<file path="config.mk">
export PLATFORM = sky130hd
export DESIGN_NAME = serial_core
export DESIGN_NICKNAME = d
export VERILOG_FILES = /design/src/hdl/core_pkg.sv /design/src/hdl/serial_core.sv /design/src/hdl/retire_trace.sv /design/src/hdl/serial_regfile.sv /design/src/hdl/serial_alu.sv /design/src/hdl/state_ctrl.sv /design/src/hdl/instr_decoder.sv
export SDC_FILE = /design/constraint.sdc
export NUM_CORES = 1
export LEC_CHECK = 0
export BUFFER_PORTS_ARGS = -buffer_cell sky130_fd_sc_hd__buf_2
export CORE_ASPECT_RATIO = 1.1
export CORE_MARGIN = 8
export CORE_UTILIZATION = 62
export DETAILED_ROUTE_END_ITERATION = 16
export GPL_TIMING_DRIVEN = 0
export PLACE_DENSITY = 0.81
export SLEW_MARGIN = 20
export SYNTH_ARGS = -nofsm -noshare
export SYNTH_HDL_FRONTEND = slang
export SYNTH_SLANG_ARGS = --single-unit
</file>
<file path="constraint.sdc">
create_clock -name i_clk -period 13.9 [get_ports i_clk]
set_clock_uncertainty 0.15 [all_clocks]
set_input_delay 0.695 -clock i_clk [delete_from_list [all_inputs] [get_ports i_clk]]
set_output_delay 0.695 -clock i_clk [all_outputs]
set_load 0.1 [all_outputs]
</file>
<file path="src/hdl/core_pkg.sv">
package core_pkg;

   ////////////////////
   // Sizes
   ////////////////////

   localparam int XLEN     = 32;   // Data word width.
   localparam int CNT_W    = 5;    // Bit counter, one pass is 2**CNT_W cycles.
   localparam int REG_AW   = 3;    // Register number width.
   localparam int NUM_REGS = 8;    // x0 to x7.

   ////////////////////
   // Sequencer states
   ////////////////////

   typedef enum logic [1:0] {
      IDLE = 2'd0,    // Waiting for fetch or between stages.
      INIT = 2'd1,    // Stage one of compare and shift.
      RUN  = 2'd2,    // Result pass.
      TRAP = 2'd3     // Trap pass, nothing written.
   } state_t;

   ////////////////////
   // ALU operations
   ////////////////////

   typedef enum logic [3:0] {
      ALU_ADD  = 4'd0,
      ALU_SUB  = 4'd1,
      ALU_AND  = 4'd2,
      ALU_OR   = 4'd3,
      ALU_XOR  = 4'd4,
      ALU_SLT  = 4'd5,
      ALU_SLTU = 4'd6,
      ALU_SLL  = 4'd7,
      ALU_SRL  = 4'd8,
      ALU_SRA  = 4'd9
   } alu_op_t;

endpackage
</file>
<file path="src/hdl/serial_core.sv">
module serial_core
   import core_pkg::*;
(
   input  logic              i_clk,
   input  logic              i_rst,
   input  logic              i_irq,
   input  logic              i_ibus_ack,
   input  logic [31:0]       i_ibus_rdt,
   output logic              o_ibus_cyc,
   output logic              o_trap_taken,
   output logic              o_rd_valid,
   output logic [REG_AW-1:0] o_rd_addr,
   output logic [XLEN-1:0]   o_rd_data
);

   logic              ibus_fetch;
   alu_op_t           alu_op;
   logic              imm_op;
   logic              imm_bit;
   logic [REG_AW-1:0] rs1;
   logic [REG_AW-1:0] rs2;
   logic [REG_AW-1:0] rd;
   logic              rd_op;
   logic              slt_op;
   logic              shift_op;
   logic              e_op;
   logic              rf_ready;
   logic              rf_rreq;
   logic              rf_wreq;
   logic              rf_rd_en;
   state_t            state;
   logic [CNT_W-1:0]  cnt;
   logic              cnt_done;
   logic              stage_two_pending;
   logic              sh_done;
   logic              rs1_bit;
   logic              rs2_bit;
   logic              op_b_bit;
   logic              rd_bit;

   assign ibus_fetch = i_ibus_ack & o_ibus_cyc;     // Stray acks are dropped.
   assign op_b_bit   = imm_op ? imm_bit : rs2_bit;  // Operand B select.

   instr_decoder u_decoder (
      .i_clk      (i_clk),
      .i_rst      (i_rst),
      .i_ibus_ack (ibus_fetch),
      .i_ibus_rdt (i_ibus_rdt),
      .i_cnt      (cnt),
      .o_alu_op   (alu_op),
      .o_imm_op   (imm_op),
      .o_imm_bit  (imm_bit),
      .o_rs1      (rs1),
      .o_rs2      (rs2),
      .o_rd       (rd),
      .o_rd_op    (rd_op),
      .o_slt_op   (slt_op),
      .o_shift_op (shift_op),
      .o_e_op     (e_op)
   );

   state_ctrl u_state (
      .i_clk               (i_clk),
      .i_rst               (i_rst),
      .i_irq               (i_irq),
      .i_ibus_ack          (ibus_fetch),
      .i_rf_ready          (rf_ready),
      .i_slt_op            (slt_op),
      .i_shift_op          (shift_op),
      .i_e_op              (e_op),
      .i_rd_op             (rd_op),
      .i_alu_sh_done       (sh_done),
      .o_ibus_cyc          (o_ibus_cyc),
      .o_trap_taken        (o_trap_taken),
      .o_rf_rreq           (rf_rreq),
      .o_rf_wreq           (rf_wreq),
      .o_rf_rd_en          (rf_rd_en),
      .o_state             (state),
      .o_cnt               (cnt),
      .o_cnt_r             (),
      .o_cnt_done          (cnt_done),
      .o_stage_two_pending (stage_two_pending)
   );

   serial_alu u_alu (
      .i_clk               (i_clk),
      .i_rst               (i_rst),
      .i_state             (state),
      .i_cnt               (cnt),
      .i_stage_two_pending (stage_two_pending),
      .i_alu_op            (alu_op),
      .i_rs1_bit           (rs1_bit),
      .i_op_b_bit          (op_b_bit),
      .o_sh_done           (sh_done),
      .o_rd_bit            (rd_bit)
   );

   serial_regfile u_regfile (
      .i_clk      (i_clk),
      .i_rst      (i_rst),
      .i_rf_rreq  (rf_rreq),
      .i_rf_wreq  (rf_wreq),
      .i_rd_en    (rf_rd_en),
      .i_cnt      (cnt),
      .i_rs1      (rs1),
      .i_rs2      (rs2),
      .i_rd       (rd),
      .i_rd_bit   (rd_bit),
      .o_rf_ready (rf_ready),
      .o_rs1_bit  (rs1_bit),
      .o_rs2_bit  (rs2_bit)
   );

   retire_trace u_trace (
      .i_clk      (i_clk),
      .i_rst      (i_rst),
      .i_rd_en    (rf_rd_en),
      .i_cnt_done (cnt_done),
      .i_rd       (rd),
      .i_rd_bit   (rd_bit),
      .o_rd_valid (o_rd_valid),
      .o_rd_addr  (o_rd_addr),
      .o_rd_data  (o_rd_data)
   );

endmodule

</file>
<file path="src/hdl/retire_trace.sv">
module retire_trace
   import core_pkg::*;
(
   input  logic              i_clk,
   input  logic              i_rst,
   input  logic              i_rd_en,
   input  logic              i_cnt_done,
   input  logic [REG_AW-1:0] i_rd,
   input  logic              i_rd_bit,
   output logic              o_rd_valid,
   output logic [REG_AW-1:0] o_rd_addr,
   output logic [XLEN-1:0]   o_rd_data
);

   logic [XLEN-1:0]   data_sr;
   logic [REG_AW-1:0] rd_q;

   always_ff @(posedge i_clk) begin
      if (i_rd_en) begin
         data_sr <= {i_rd_bit, data_sr[XLEN-1:1]};   // Bit 0 ends up at the bottom.
         rd_q    <= i_rd;
      end
   end

   always_ff @(posedge i_clk) begin
      if (i_rst) begin
         o_rd_valid <= 1'b0;
      end else begin
         o_rd_valid <= i_rd_en & i_cnt_done;   // After the last bit of a write.
      end
   end

   assign o_rd_addr = rd_q;
   assign o_rd_data = (rd_q == '0) ? '0 : data_sr;   // x0 reads as zero.

endmodule

</file>
<file path="src/hdl/serial_regfile.sv">
module serial_regfile
   import core_pkg::*;
(
   input  logic              i_clk,
   input  logic              i_rst,
   input  logic              i_rf_rreq,
   input  logic              i_rf_wreq,
   input  logic              i_rd_en,
   input  logic [CNT_W-1:0]  i_cnt,
   input  logic [REG_AW-1:0] i_rs1,
   input  logic [REG_AW-1:0] i_rs2,
   input  logic [REG_AW-1:0] i_rd,
   input  logic              i_rd_bit,
   output logic              o_rf_ready,
   output logic              o_rs1_bit,
   output logic              o_rs2_bit
);

   logic [XLEN-1:0] regs [NUM_REGS];

   // One bit per cycle, x0 never written.
   always_ff @(posedge i_clk) begin
      if (i_rd_en && (i_rd != '0)) begin
         regs[i_rd][i_cnt] <= i_rd_bit;
      end
   end

   always_ff @(posedge i_clk) begin
      if (i_rst) begin
         o_rf_ready <= 1'b0;
      end else begin
         o_rf_ready <= i_rf_rreq | i_rf_wreq;   // Answer any request next cycle.
      end
   end

   assign o_rs1_bit = (i_rs1 == '0) ? 1'b0 : regs[i_rs1][i_cnt];
   assign o_rs2_bit = (i_rs2 == '0) ? 1'b0 : regs[i_rs2][i_cnt];

endmodule

</file>
<file path="src/hdl/serial_alu.sv">
module serial_alu
   import core_pkg::*;
(
   input  logic             i_clk,
   input  logic             i_rst,
   input  state_t           i_state,
   input  logic [CNT_W-1:0] i_cnt,
   input  logic             i_stage_two_pending,
   input  alu_op_t          i_alu_op,
   input  logic             i_rs1_bit,
   input  logic             i_op_b_bit,
   output logic             o_sh_done,
   output logic             o_rd_bit
);

   logic             sub;
   logic             b_eff;
   logic             carry_q;
   logic             carry_in;
   logic             sum;
   logic             carry_out;
   logic             lt_signed;
   logic             cmp_lt;
   logic             cmp_flag;
   logic             shifting;
   logic [XLEN-1:0]  sh_buf;
   logic [CNT_W-1:0] shamt;   // Same width as a shift amount.

   assign sub       = (i_alu_op == ALU_SUB) | (i_alu_op == ALU_SLT) | (i_alu_op == ALU_SLTU);
   assign b_eff     = i_op_b_bit ^ sub;
   assign carry_in  = (i_cnt == '0) ? sub : carry_q;   // +1 of the two's complement.
   assign sum       = i_rs1_bit ^ b_eff ^ carry_in;
   assign carry_out = (i_rs1_bit & b_eff) | (i_rs1_bit & carry_in) | (b_eff & carry_in);

   // Only meaningful on bit 31.
   assign lt_signed = (i_rs1_bit ^ i_op_b_bit) ? i_rs1_bit : sum;
   assign cmp_lt    = (i_alu_op == ALU_SLTU) ? !carry_out : lt_signed;

   assign shifting  = (i_state == IDLE) & i_stage_two_pending & (shamt != '0);
   assign o_sh_done = (shamt == '0);

   always_ff @(posedge i_clk) begin
      if (i_rst) begin
         carry_q <= 1'b0;
         shamt   <= '0;
      end else begin
         carry_q <= carry_out;
         if ((i_state == INIT) && (i_cnt < CNT_W)) begin
            shamt[i_cnt[2:0]] <= i_op_b_bit;
         end else if (shifting) begin
            shamt <= shamt - 1'b1;
         end
      end
   end

   always_ff @(posedge i_clk) begin
      if (i_state == INIT) begin
         sh_buf <= {i_rs1_bit, sh_buf[XLEN-1:1]};   // Operand A in, LSB first.
         if (i_cnt == '1) begin
            cmp_flag <= cmp_lt;
         end
      end else if (shifting) begin
         case (i_alu_op)
            ALU_SLL: sh_buf <= {sh_buf[XLEN-2:0], 1'b0};
            ALU_SRA: sh_buf <= {sh_buf[XLEN-1], sh_buf[XLEN-1:1]};
            default: sh_buf <= {1'b0, sh_buf[XLEN-1:1]};
         endcase
      end
   end

   always_comb begin
      case (i_alu_op)
         ALU_ADD,
         ALU_SUB:  o_rd_bit = sum;
         ALU_AND:  o_rd_bit = i_rs1_bit & i_op_b_bit;
         ALU_OR:   o_rd_bit = i_rs1_bit | i_op_b_bit;
         ALU_XOR:  o_rd_bit = i_rs1_bit ^ i_op_b_bit;
         ALU_SLT,
         ALU_SLTU: o_rd_bit = (i_cnt == '0) & cmp_flag;   // Flag then zeros.
         default:  o_rd_bit = sh_buf[i_cnt];
      endcase
   end

endmodule

</file>
<file path="src/hdl/state_ctrl.sv">
module state_ctrl
   import core_pkg::*;
(
   input  logic             i_clk,
   input  logic             i_rst,
   input  logic             i_irq,
   input  logic             i_ibus_ack,
   input  logic             i_rf_ready,
   input  logic             i_slt_op,
   input  logic             i_shift_op,
   input  logic             i_e_op,
   input  logic             i_rd_op,
   input  logic             i_alu_sh_done,
   output logic             o_ibus_cyc,
   output logic             o_trap_taken,
   output logic             o_rf_rreq,
   output logic             o_rf_wreq,
   output logic             o_rf_rd_en,
   output state_t           o_state,
   output logic [CNT_W-1:0] o_cnt,
   output logic [3:0]       o_cnt_r,
   output logic             o_cnt_done,
   output logic             o_stage_two_pending
);

   logic       cnt_en;
   logic       init;
   logic       idle;
   logic       two_stage_op;
   logic       stage_two_req;
   logic       ctrl_trap;
   logic       pending_irq;
   logic       irq_sync;
   logic [1:0] irq_meta;
   logic       irq_q;
   logic       new_irq;

   assign cnt_en       = (o_state != IDLE);
   assign init         = (o_state == INIT);
   assign idle         = (o_state == IDLE);
   assign two_stage_op = i_slt_op | i_shift_op;

   // Fetch only between instructions, not while the regfile answers.
   assign o_ibus_cyc = idle & !o_stage_two_pending & !i_rf_ready;

   assign o_rf_rreq = i_ibus_ack;   // Regfile prepares on every fetch.
   assign o_rf_wreq = (stage_two_req & i_slt_op) |
                      (i_shift_op & i_alu_sh_done & o_stage_two_pending & idle & !i_rf_ready);

   assign o_rf_rd_en = i_rd_op & (o_state == RUN);   // Traps write nothing.

   assign ctrl_trap    = i_e_op | pending_irq;
   assign o_trap_taken = i_ibus_ack & ctrl_trap;

   ////////////////////
   // Sequencer
   ////////////////////

   always_ff @(posedge i_clk) begin
      if (i_rst) begin
         o_state             <= IDLE;
         o_cnt               <= '0;
         o_cnt_r             <= 4'b0001;
         o_cnt_done          <= 1'b0;
         o_stage_two_pending <= 1'b0;
         stage_two_req       <= 1'b0;
      end else begin
         if (o_cnt_done) begin
            o_state <= IDLE;
         end else if (i_rf_ready && !cnt_en) begin
            if (ctrl_trap) begin
               o_state <= TRAP;
            end else if (two_stage_op && !o_stage_two_pending) begin
               o_state <= INIT;
            end else begin
               o_state <= RUN;
            end
         end

         if (cnt_en) begin
            o_stage_two_pending <= init;                      // Set by INIT, cleared by RUN.
            o_cnt_r             <= {o_cnt_r[2:0], o_cnt_r[3]};
         end
         o_cnt <= o_cnt + CNT_W'(cnt_en);

         o_cnt_done    <= (o_cnt[CNT_W-1:2] == '1) & o_cnt_r[2];   // High during bit 31.
         stage_two_req <= o_cnt_done & init;                       // First IDLE cycle after INIT.
      end
   end

   ////////////////////
   // Interrupts
   ////////////////////

   assign new_irq = irq_meta[1] & !irq_q;

   always_ff @(posedge i_clk) begin
      if (i_rst) begin
         irq_meta    <= '0;
         irq_q       <= 1'b0;
         irq_sync    <= 1'b0;
         pending_irq <= 1'b0;
      end else begin
         irq_meta <= {irq_meta[0], i_irq};
         irq_q    <= irq_meta[1];
         if (i_ibus_ack) begin
            irq_sync    <= 1'b0;
            pending_irq <= irq_sync;   // Taken at the instruction boundary.
         end
         if (new_irq) begin
            irq_sync <= 1'b1;
         end
      end
   end

endmodule

</file>
<file path="src/hdl/instr_decoder.sv">
module instr_decoder
   import core_pkg::*;
(
   input  logic              i_clk,
   input  logic              i_rst,
   input  logic              i_ibus_ack,
   input  logic [31:0]       i_ibus_rdt,
   input  logic [CNT_W-1:0]  i_cnt,
   output alu_op_t           o_alu_op,
   output logic              o_imm_op,
   output logic              o_imm_bit,
   output logic [REG_AW-1:0] o_rs1,
   output logic [REG_AW-1:0] o_rs2,
   output logic [REG_AW-1:0] o_rd,
   output logic              o_rd_op,
   output logic              o_slt_op,
   output logic              o_shift_op,
   output logic              o_e_op
);

   localparam logic [6:0]  OPC_OP_IMM = 7'b0010011;
   localparam logic [6:0]  OPC_OP     = 7'b0110011;
   localparam logic [6:0]  OPC_SYSTEM = 7'b1110011;
   localparam logic [31:0] INSN_NOP   = 32'h0000_0013;   // addi x0, x0, 0.

   logic [31:0] instr;
   logic [6:0]  opcode;
   logic [2:0]  funct3;
   logic [11:0] imm12;
   logic        alu_class;

   always_ff @(posedge i_clk) begin
      if (i_rst) begin
         instr <= INSN_NOP;
      end else if (i_ibus_ack) begin
         instr <= i_ibus_rdt;   // Held for the whole instruction.
      end
   end

   assign opcode    = instr[6:0];
   assign funct3    = instr[14:12];
   assign imm12     = instr[31:20];
   assign alu_class = (opcode == OPC_OP) | (opcode == OPC_OP_IMM);

   assign o_imm_op   = (opcode == OPC_OP_IMM);
   assign o_rd_op    = alu_class;
   assign o_slt_op   = alu_class & (funct3[2:1] == 2'b01);   // slt, sltu.
   assign o_shift_op = alu_class & (funct3[1:0] == 2'b01);   // sll, srl, sra.
   assign o_e_op     = (opcode == OPC_SYSTEM);

   // Register fields alias onto their low bits.
   assign o_rs1 = instr[15 +: REG_AW];
   assign o_rs2 = instr[20 +: REG_AW];
   assign o_rd  = instr[7 +: REG_AW];

   always_comb begin
      case (funct3)
         3'b000:  o_alu_op = ((opcode == OPC_OP) && instr[30]) ? ALU_SUB : ALU_ADD;
         3'b001:  o_alu_op = ALU_SLL;
         3'b010:  o_alu_op = ALU_SLT;
         3'b011:  o_alu_op = ALU_SLTU;
         3'b100:  o_alu_op = ALU_XOR;
         3'b101:  o_alu_op = instr[30] ? ALU_SRA : ALU_SRL;
         3'b110:  o_alu_op = ALU_OR;
         default: o_alu_op = ALU_AND;
      endcase
   end

   // Sign-extended I-immediate, LSB first. Shift amounts keep only five bits.
   always_comb begin
      if (o_shift_op && (i_cnt >= 5)) begin
         o_imm_bit = 1'b0;
      end else if (i_cnt < 12) begin
         o_imm_bit = imm12[i_cnt[3:0]];
      end else begin
         o_imm_bit = imm12[11];   // Sign fill.
      end
   end

endmodule

</file>
==> results of run 1 <==
==> layout by cell type, fill, tap and decap left out, types with 5 or more instances in the layout <==
master	n
mux2_2	34
nand2b_1	6
clkinv_1	6
nand2_1	134
nand4_1	8
ha_1	5
o21ai_0	14
a31oi_1	7
edfxtp_1	324
nor2_1	266
clkbuf_8	5
o22ai_1	5
buf_4	12
clkbuf_1	72
nand3_1	36
o211ai_1	8
buf_12	5
clkbuf_16	43
nor3_1	11
a22oi_1	40
nand3b_1	8
a21oi_1	51
inv_1	9
a22o_1	5
nor2b_1	51
mux4_1	27
mux2i_1	89
mux4_2	77
clkinv_2	7
conb_1	32
buf_2	88
buf_16	8
dfxtp_1	61
==> sequential cells by signal, indices dropped and copies added (netlist names), 2 cells and up, named ones only <==
register,cells
u_alu.sh_buf,32
u_alu.shamt,5
u_decoder.instr,28
u_regfile.regs,256
u_state.irq_meta,2
u_state.o_cnt,5
u_state.o_cnt_r,4
u_state.o_state,2
u_trace.data_sr,32
u_trace.o_rd_addr,3
==> metal layers <==
metal	GRT usage	vias to the layer above
met5	0.0110	-
met1	0.329	6613
met2	0.473	1067
met3	0.0884	261
met4	0.157	0
li1	-	5756
==> metrics by stage <==
step / hold WS (ps) / power [uW] / utilization
2_1_floorplan: 256 / 1890 / -
3_3_place_gp: 264 / 2070 / 0.657
3_5_place_dp: 266 / 2080 / 0.666
4_1_cts: 217 / 3080 / 0.707
5_1_grt: 239 / 3170 / 0.707
6_report: 238 / 3090 / 0.707
==> power breakdown <==
part,total [uW],internal [uW],switching [uW]
Sequential,1450,1420,29.3
Clock,1020,589,432
Combinational,619,243,376
==> worst paths after layout <==
path	from	endpoint	slack, ps	cells past startpoint
hold reg to reg	u_decoder.instr[7]	u_trace.o_rd_addr[0]	280	0
setup / recovery	flop	u_regfile.regs[0][0]	7510	20
setup reg to reg	flop	u_regfile.regs[0][0]	7510	20
hold / removal	i_ibus_rdt[4]	u_decoder.instr[4]	240	3
==> cell families (layout without fill, tap and decap cells) <==
family          Yosys count  after routing
compound gates          162            162
mux                     227            227
buf+inv                 114            264
xor+xnor                  5              5
other cells               1             33
flops                   385            385
fa+ha+maj                 6              6
simple gates            551            551
==> layout make-up <==
cell class	count	area, um2	share of cell area
flip-flops and latches	385	11000	0.512
multi-input cells	983	7510	0.351
clock buffers	58	1180	0.0552
repair buffers	80	594	0.0278
plain buffers	103	549	0.0257
well taps	414	518	0.0242
clock inverters	12	58.8	0.00275
inverters	11	41.3	0.00193
diodes	1	2.50	0.000117
==> synth_stat cells (4+ instances only) <==
master / number / area share
mux2_2: 34 / 0.020
or2_2: 4 / 0.0013
a22o_1: 5 / 0.0023
nor2b_1: 51 / 0.017
buf_2: 20 / 0.0053
mux4_2: 77 / 0.092
ha_1: 5 / 0.0033
nand3_1: 36 / 0.0095
buf_4: 9 / 0.0036
o31ai_1: 4 / 0.0016
o211ai_1: 8 / 0.0032
nor3b_1: 6 / 0.0024
inv_1: 9 / 0.0018
dfxtp_1: 61 / 0.065
a31oi_1: 7 / 0.0023
buf_1: 4 / 0.00079
a22oi_1: 40 / 0.016
clkbuf_1: 62 / 0.012
buf_12: 5 / 0.0053
edfxtp_1: 324 / 0.51
o22ai_1: 5 / 0.0017
o21ai_0: 14 / 0.0037
nand2_1: 135 / 0.027
nand2b_1: 6 / 0.0020
nand4_1: 8 / 0.0026
a21oi_1: 52 / 0.014
nor2_1: 267 / 0.053
nand3b_1: 8 / 0.0032
mux4_1: 27 / 0.038
mux2i_1: 89 / 0.047
nor3_1: 11 / 0.0029
==> critical path, cell delays in order (launching register included) <==
cell and delay, ps:
dfxtp_1 370, buf_2 270, clkbuf_1 470, nor2_1 890, a22oi_1 250, nand2_1 170, o21ai_0 100, o311ai_0 480
nand4_1 330, o31ai_1 260, or2_2 220, fa_1 420, nor2_1 100, a211oi_1 60, a31oi_1 150, nor2_1 80
a21oi_4 610, buf_16 250, buf_16 170, buf_16 180, buf_16 180
==> flow_metrics.tcl, run 1 <==
set metrics [dict create \
    synthAdderAreaFrac 0.00437 \
    die_y_um 199 \
    fillCellCount 1978 \
    worstSetupEndpointType "flop" \
    post-cts-setup-buffer-count 0 \
    met3_length_um 6900 \
    start_kind "flop" \
    yosys_warnings 0 \
    ys_ff_latch 385 \
    drc 0 \
    layout_setup_ws_ps 7510 \
    cts_resized 0 \
    dr.pass1.iters 10 \
    drt-met1-wl_um 17400 \
    cp.required_ps 14120 \
    synth_cell_types 66 \
    cts.clk_slew.worst_paths_ps 60 \
    antenna_found_initial 1 \
    cts_hold_buffers 0 \
    ys_seq_area_frac 0.579 \
    wl_um 52200 \
    status "finished clean" \
    die_w_um 183 \
    rsz0062_at_grt "false" \
    first_iter_violations 1843 \
    grtUsageTotal 0.286 \
    root_buffer "clkbuf_16" \
    io_pins 74 \
    clkSinkCount 385 \
    vias 13700 \
    htreeDepth 2 \
    synth_xor_area_frac 0.00271 \
    route.met2.wl_um 24800 \
    layout-drive-gt1-share 0.184 \
    grt_max_degree 37 \
    hpwl_um 35200 \
    cts_tree "done" \
    placed_area_um2 20200 \
    min_period_ps 6390 \
    hold_viol_final 0 \
    initial_core_util 0.625 \
    vias_per_cell 6.69 \
    irDropWorstVdd_mv 0.146 \
    synthCells 1451 \
    coreArea_um2 30300 \
    cp.arrival_ps 6610 \
    synth_top_family_by_area "multiplexers" \
    maxCapViolCount 0 \
    crit_type "reg -> reg" \
    grt-ovfl-total 0 \
    rows 67 \
    wl_per_cell_um 25.5 \
    grt_pass1_wl_um 78600 \
    ys.flop_type "edfxtp_1" \
    synth_mux_area_frac 0.197 \
    fmax_ghz 0.157 \
    dieArea_um2 36300 \
    netlist_area_um2 18900 \
    synth_edf_count 324 \
    fin_nets 1647 \
    place_congestion 0.947 \
    worstHoldPathType "in -> reg" \
    async_flop_share 0 \
    ant_nets 0 \
    slew_viol_final 0 \
    io_buffers 68 \
    p_leak_uw 0.00694 \
    place_ws_ps 7860 \
    powerDensity_nw_per_um2 144 \
    period_share 0.459 \
    grt_pass1_vias 13800 \
    worstSkewPairLatency_ps 550 \
    synthSimpleGateAreaFrac 0.128 \
    postSynthAreaPerCell_um2 13.0 \
    cts_buffers 41 \
    synth_compound_area_frac 0.0575 \
    cp_max_fo 36 \
    fin_cells 2047 \
    fin_tns_setup_ps 0 \
    ctsLongestPathBuffers 3 \
    routed.top_layer "met4" \
    worst_slew_pin_slew_ps 1210 \
    fin_area_um2 21400 \
    area_growth_pct 13.2 \
    relSlewSlack 0.188 \
    finalSetupViolCount 0 \
    dp.cells 1975 \
]
Note: power is estimated with default switching activity, not from simulation.
==> inputs of run 2 (changes only) <==
--- a/config.mk
+++ b/config.mk
@@ -5,13 +5,14 @@
 export SDC_FILE = /design/constraint.sdc
 export NUM_CORES = 1
 export LEC_CHECK = 0
+export ABC_AREA = 1
 export BUFFER_PORTS_ARGS = -buffer_cell sky130_fd_sc_hd__buf_2
 export CORE_ASPECT_RATIO = 1.1
 export CORE_MARGIN = 8
-export CORE_UTILIZATION = 62
+export CORE_UTILIZATION = 56
 export DETAILED_ROUTE_END_ITERATION = 16
 export GPL_TIMING_DRIVEN = 0
-export PLACE_DENSITY = 0.81
+export PLACE_DENSITY = 0.77
 export SLEW_MARGIN = 20
 export SYNTH_ARGS = -nofsm -noshare
 export SYNTH_HDL_FRONTEND = slang
==> constraint.sdc (replaced) <==
create_clock -name i_clk -period 5.5 [get_ports i_clk]
set_clock_uncertainty 0.15 [all_clocks]
set_input_delay 0.275 -clock i_clk [delete_from_list [all_inputs] [get_ports i_clk]]
set_output_delay 0.275 -clock i_clk [all_outputs]
set_load 0.1 [all_outputs]
==> run 2 against run 1 <==
Hold slack lost 190 ps. First-iteration DRC count grew 45%. Register-to-register slack lost 7300 ps. Design area grew 4.7%. Die area grew 14%. Core utilization shrank 6.5 points. Largest cell class unchanged.
==> flow_metrics.tcl, run 2 <==
set metrics [dict create \
    finalSetupViolCount 0 \
    io_buffers 69 \
    synth_cell_types 42 \
    drc 0 \
    fin_cells 2962 \
    status "finished clean" \
    htreeDepth 2 \
    reg_top3 "u_regfile.regs x256, u_alu.sh_buf x32, u_trace.data_sr x32" \
    clkSinkCount 385 \
    start_kind "flop" \
    min_period_ps 5250 \
    coreArea_um2 34900 \
    slew_viol_final 0 \
    netlist_area_um2 19700 \
    hold_viol_final 0 \
    synth_area_leader_cell "edfxtp_1" \
    cts.clk_slew.worst_paths_ps 70 \
    ys.flop_type "edfxtp_1" \
    ys_ff_latch 385 \
    largest_reg_flops 256 \
    layout_setup_ws_ps 253 \
    vias_per_cell 6.22 \
    ant_nets 0 \
    powerDensity_nw_per_um2 405 \
    cp.required_ps 5620 \
    irDropWorstVdd_mv 0.372 \
    p_total_uw 9070 \
    worstSetupEndpointType "flop" \
    cp_max_fo 140 \
    fin_tns_setup_ps 0 \
    relSlewSlack 0.214 \
    synth_most_common_cell "nor2_1" \
    dieArea_um2 41400 \
    yosys_warnings 0 \
    grt_max_degree 141 \
    io_pins 74 \
    wl_per_cell_um 25.1 \
    seq_area_um2 11000 \
    place_congestion 1.05 \
    ys_seq_area_frac 0.557 \
    synth_top_area_frac 0.495 \
    root_buffer "clkbuf_16" \
    postSynthAreaPerCell_um2 8.52 \
    final_common_cell "nor2_1" \
    antenna_found_initial 3 \
    p_leak_uw 0.00862 \
    hpwl_um 48800 \
    period_share 0.954 \
    grtUsageTotal 0.354 \
    cts_buffers 41 \
    grt_pass1_wl_um 109000 \
    worst_slew_pin_slew_ps 1180 \
    multi_input_area_um2 7110 \
    min_path_cells 5 \
    grt_pass1_vias 18200 \
    dr.pass1.iters 7 \
    grt-ovfl-total 0 \
    die_y_um 213 \
    placed_area_um2 20800 \
    area_growth_pct 13.9 \
    final_cell_mix "390 x nor2_1, 366 x nand2_1, 324 x edfxtp_1" \
    rows 72 \
    yosys-top-cells-count "390 x nor2_1, 368 x nand2_1, 324 x edfxtp_1" \
    fin_nets 2531 \
    rsz0062_at_grt "false" \
    wl_um 74400 \
    layout-drive-gt1-share 0.0929 \
    async_flop_share 0 \
    top_register "u_regfile.regs" \
    crit_type "reg -> reg" \
    fin_area_um2 22400 \
    antennaDiodeCount 0 \
    vias 18400 \
    dp.cells 2856 \
    synth_area_leaders "edfxtp_1 49%, nor2_1 7.4%, nand2_1 7.0%" \
    synthCells 2309 \
    fillCellCount 2890 \
    place_ws_ps -251 \
    worstRegToRegCells 17 \
    first_iter_violations 2673 \
    die_w_um 195 \
    fmax_ghz 0.191 \
    initial_core_util 0.564 \
    ctsLongestPathBuffers 3 \
    cp.arrival_ps 5360 \
    maxCapViolCount 0 \
    cts_tree "done" \
    worstHoldPathType "in -> reg" \
    worstSkewPairLatency_ps 560 \
    synth_edf_count 324 \
]
run 2: cell count changes after synthesis, sizes merged, moves of 34 or more:
| cell | before | now |
|---|---|---|
| mux2i | 89 | 0 |
| nand3 | 36 | 243 |
| inv | 9 | 275 |
| o211ai | 8 | 82 |
| nor2 | 267 | 395 |
| mux2 | 34 | 0 |
| nand2 | 135 | 370 |
| a21oi | 52 | 153 |
| o21ai | 14 | 191 |
| a22oi | 40 | 3 |
| buf | 41 | 75 |
| mux4 | 104 | 0 |
| nor2b | 51 | 0 |
run 2: cells by family after synthesis:
| kind of cell | after synthesis | synth area share |
|---|---|---|
| AND/OR/NAND/NOR | 1032 | 0.218 |
| AO/OA/AOI/OAI | 454 | 0.129 |
| buffers and inverters | 427 | 0.0902 |
| flip-flops | 385 | 0.557 |
| adder cells (fa/ha/maj) | 6 | 0.00420 |
| XOR/XNOR | 4 | 0.00178 |
| other | 1 | 0.000191 |
run 2: metrics by stage:
stage                     hold WS (ps)  utilization
final                             44.0        0.643
after CTS                         19.5        0.641
after detailed placement           254        0.596
after global placement             246        0.593
after floorplan                    232            -
after global routing               116        0.643
run 2: what timing repair did:
action	4_1_cts	5_1_grt
gates resized for setup	3	13
pin swaps	0	2
hold buffers	30	0
buffers inserted	0	2
endpoints found under the setup margin	140	140
hold endpoints to repair	38	0
gates cloned	0	1
run 2: worst paths after layout:
| check | startpoint | end | slack, ps |
|---|---|---|---|
| worst min-delay path | i_ibus_ack | u_decoder.instr[5] | 40 |
| worst max register to register | flop | u_regfile.regs[1][24] | 250 |
| worst max-delay path | flop | u_regfile.regs[1][24] | 250 |
| worst min register to register | u_state.irq_meta[0] | u_state.irq_meta[1] | 260 |
run 2: power by group:
part	total, uW	switching (uW)	internal [uW]
combinational	2430	1860	573
sequential	3960	113	3850
clock	2680	1160	1520
run 2: final cells by class:
type / count / share of cell area
inverter: 279 / 0.0471
clock inverter: 17 / 0.00530
sequential: 385 / 0.489
multi-input combinational: 1529 / 0.317
clock buffer: 55 / 0.0514
timing repair buffer: 105 / 0.0326
buffer: 148 / 0.0328
tap: 444 / 0.0248
run 2: worst max-delay path, cell delays in order (launching register included):
cell and delay, ps:
dfxtp_1 290, clkbuf_1 270, inv_1 220, clkbuf_1 890
nand3_1 230, nand3_1 140, nand4_1 140, a21oi_1 230
nand3_1 180, nand3_1 300, inv_1 80, ha_1 300
inv_1 60, nor4_1 380, a2111oi_4 80, buf_4 200
nand2_8 260, buf_16 400
run 2: per-layer routing:
layer  global-route usage  routed length, um  vias to the layer above
met5                    0                 21                        -
met4                0.249               5900                        4
met3                0.116              10100                      432
met2                0.556              32400                     1464
met1                0.410              25900                     8438
li1                     -                  -                     8085
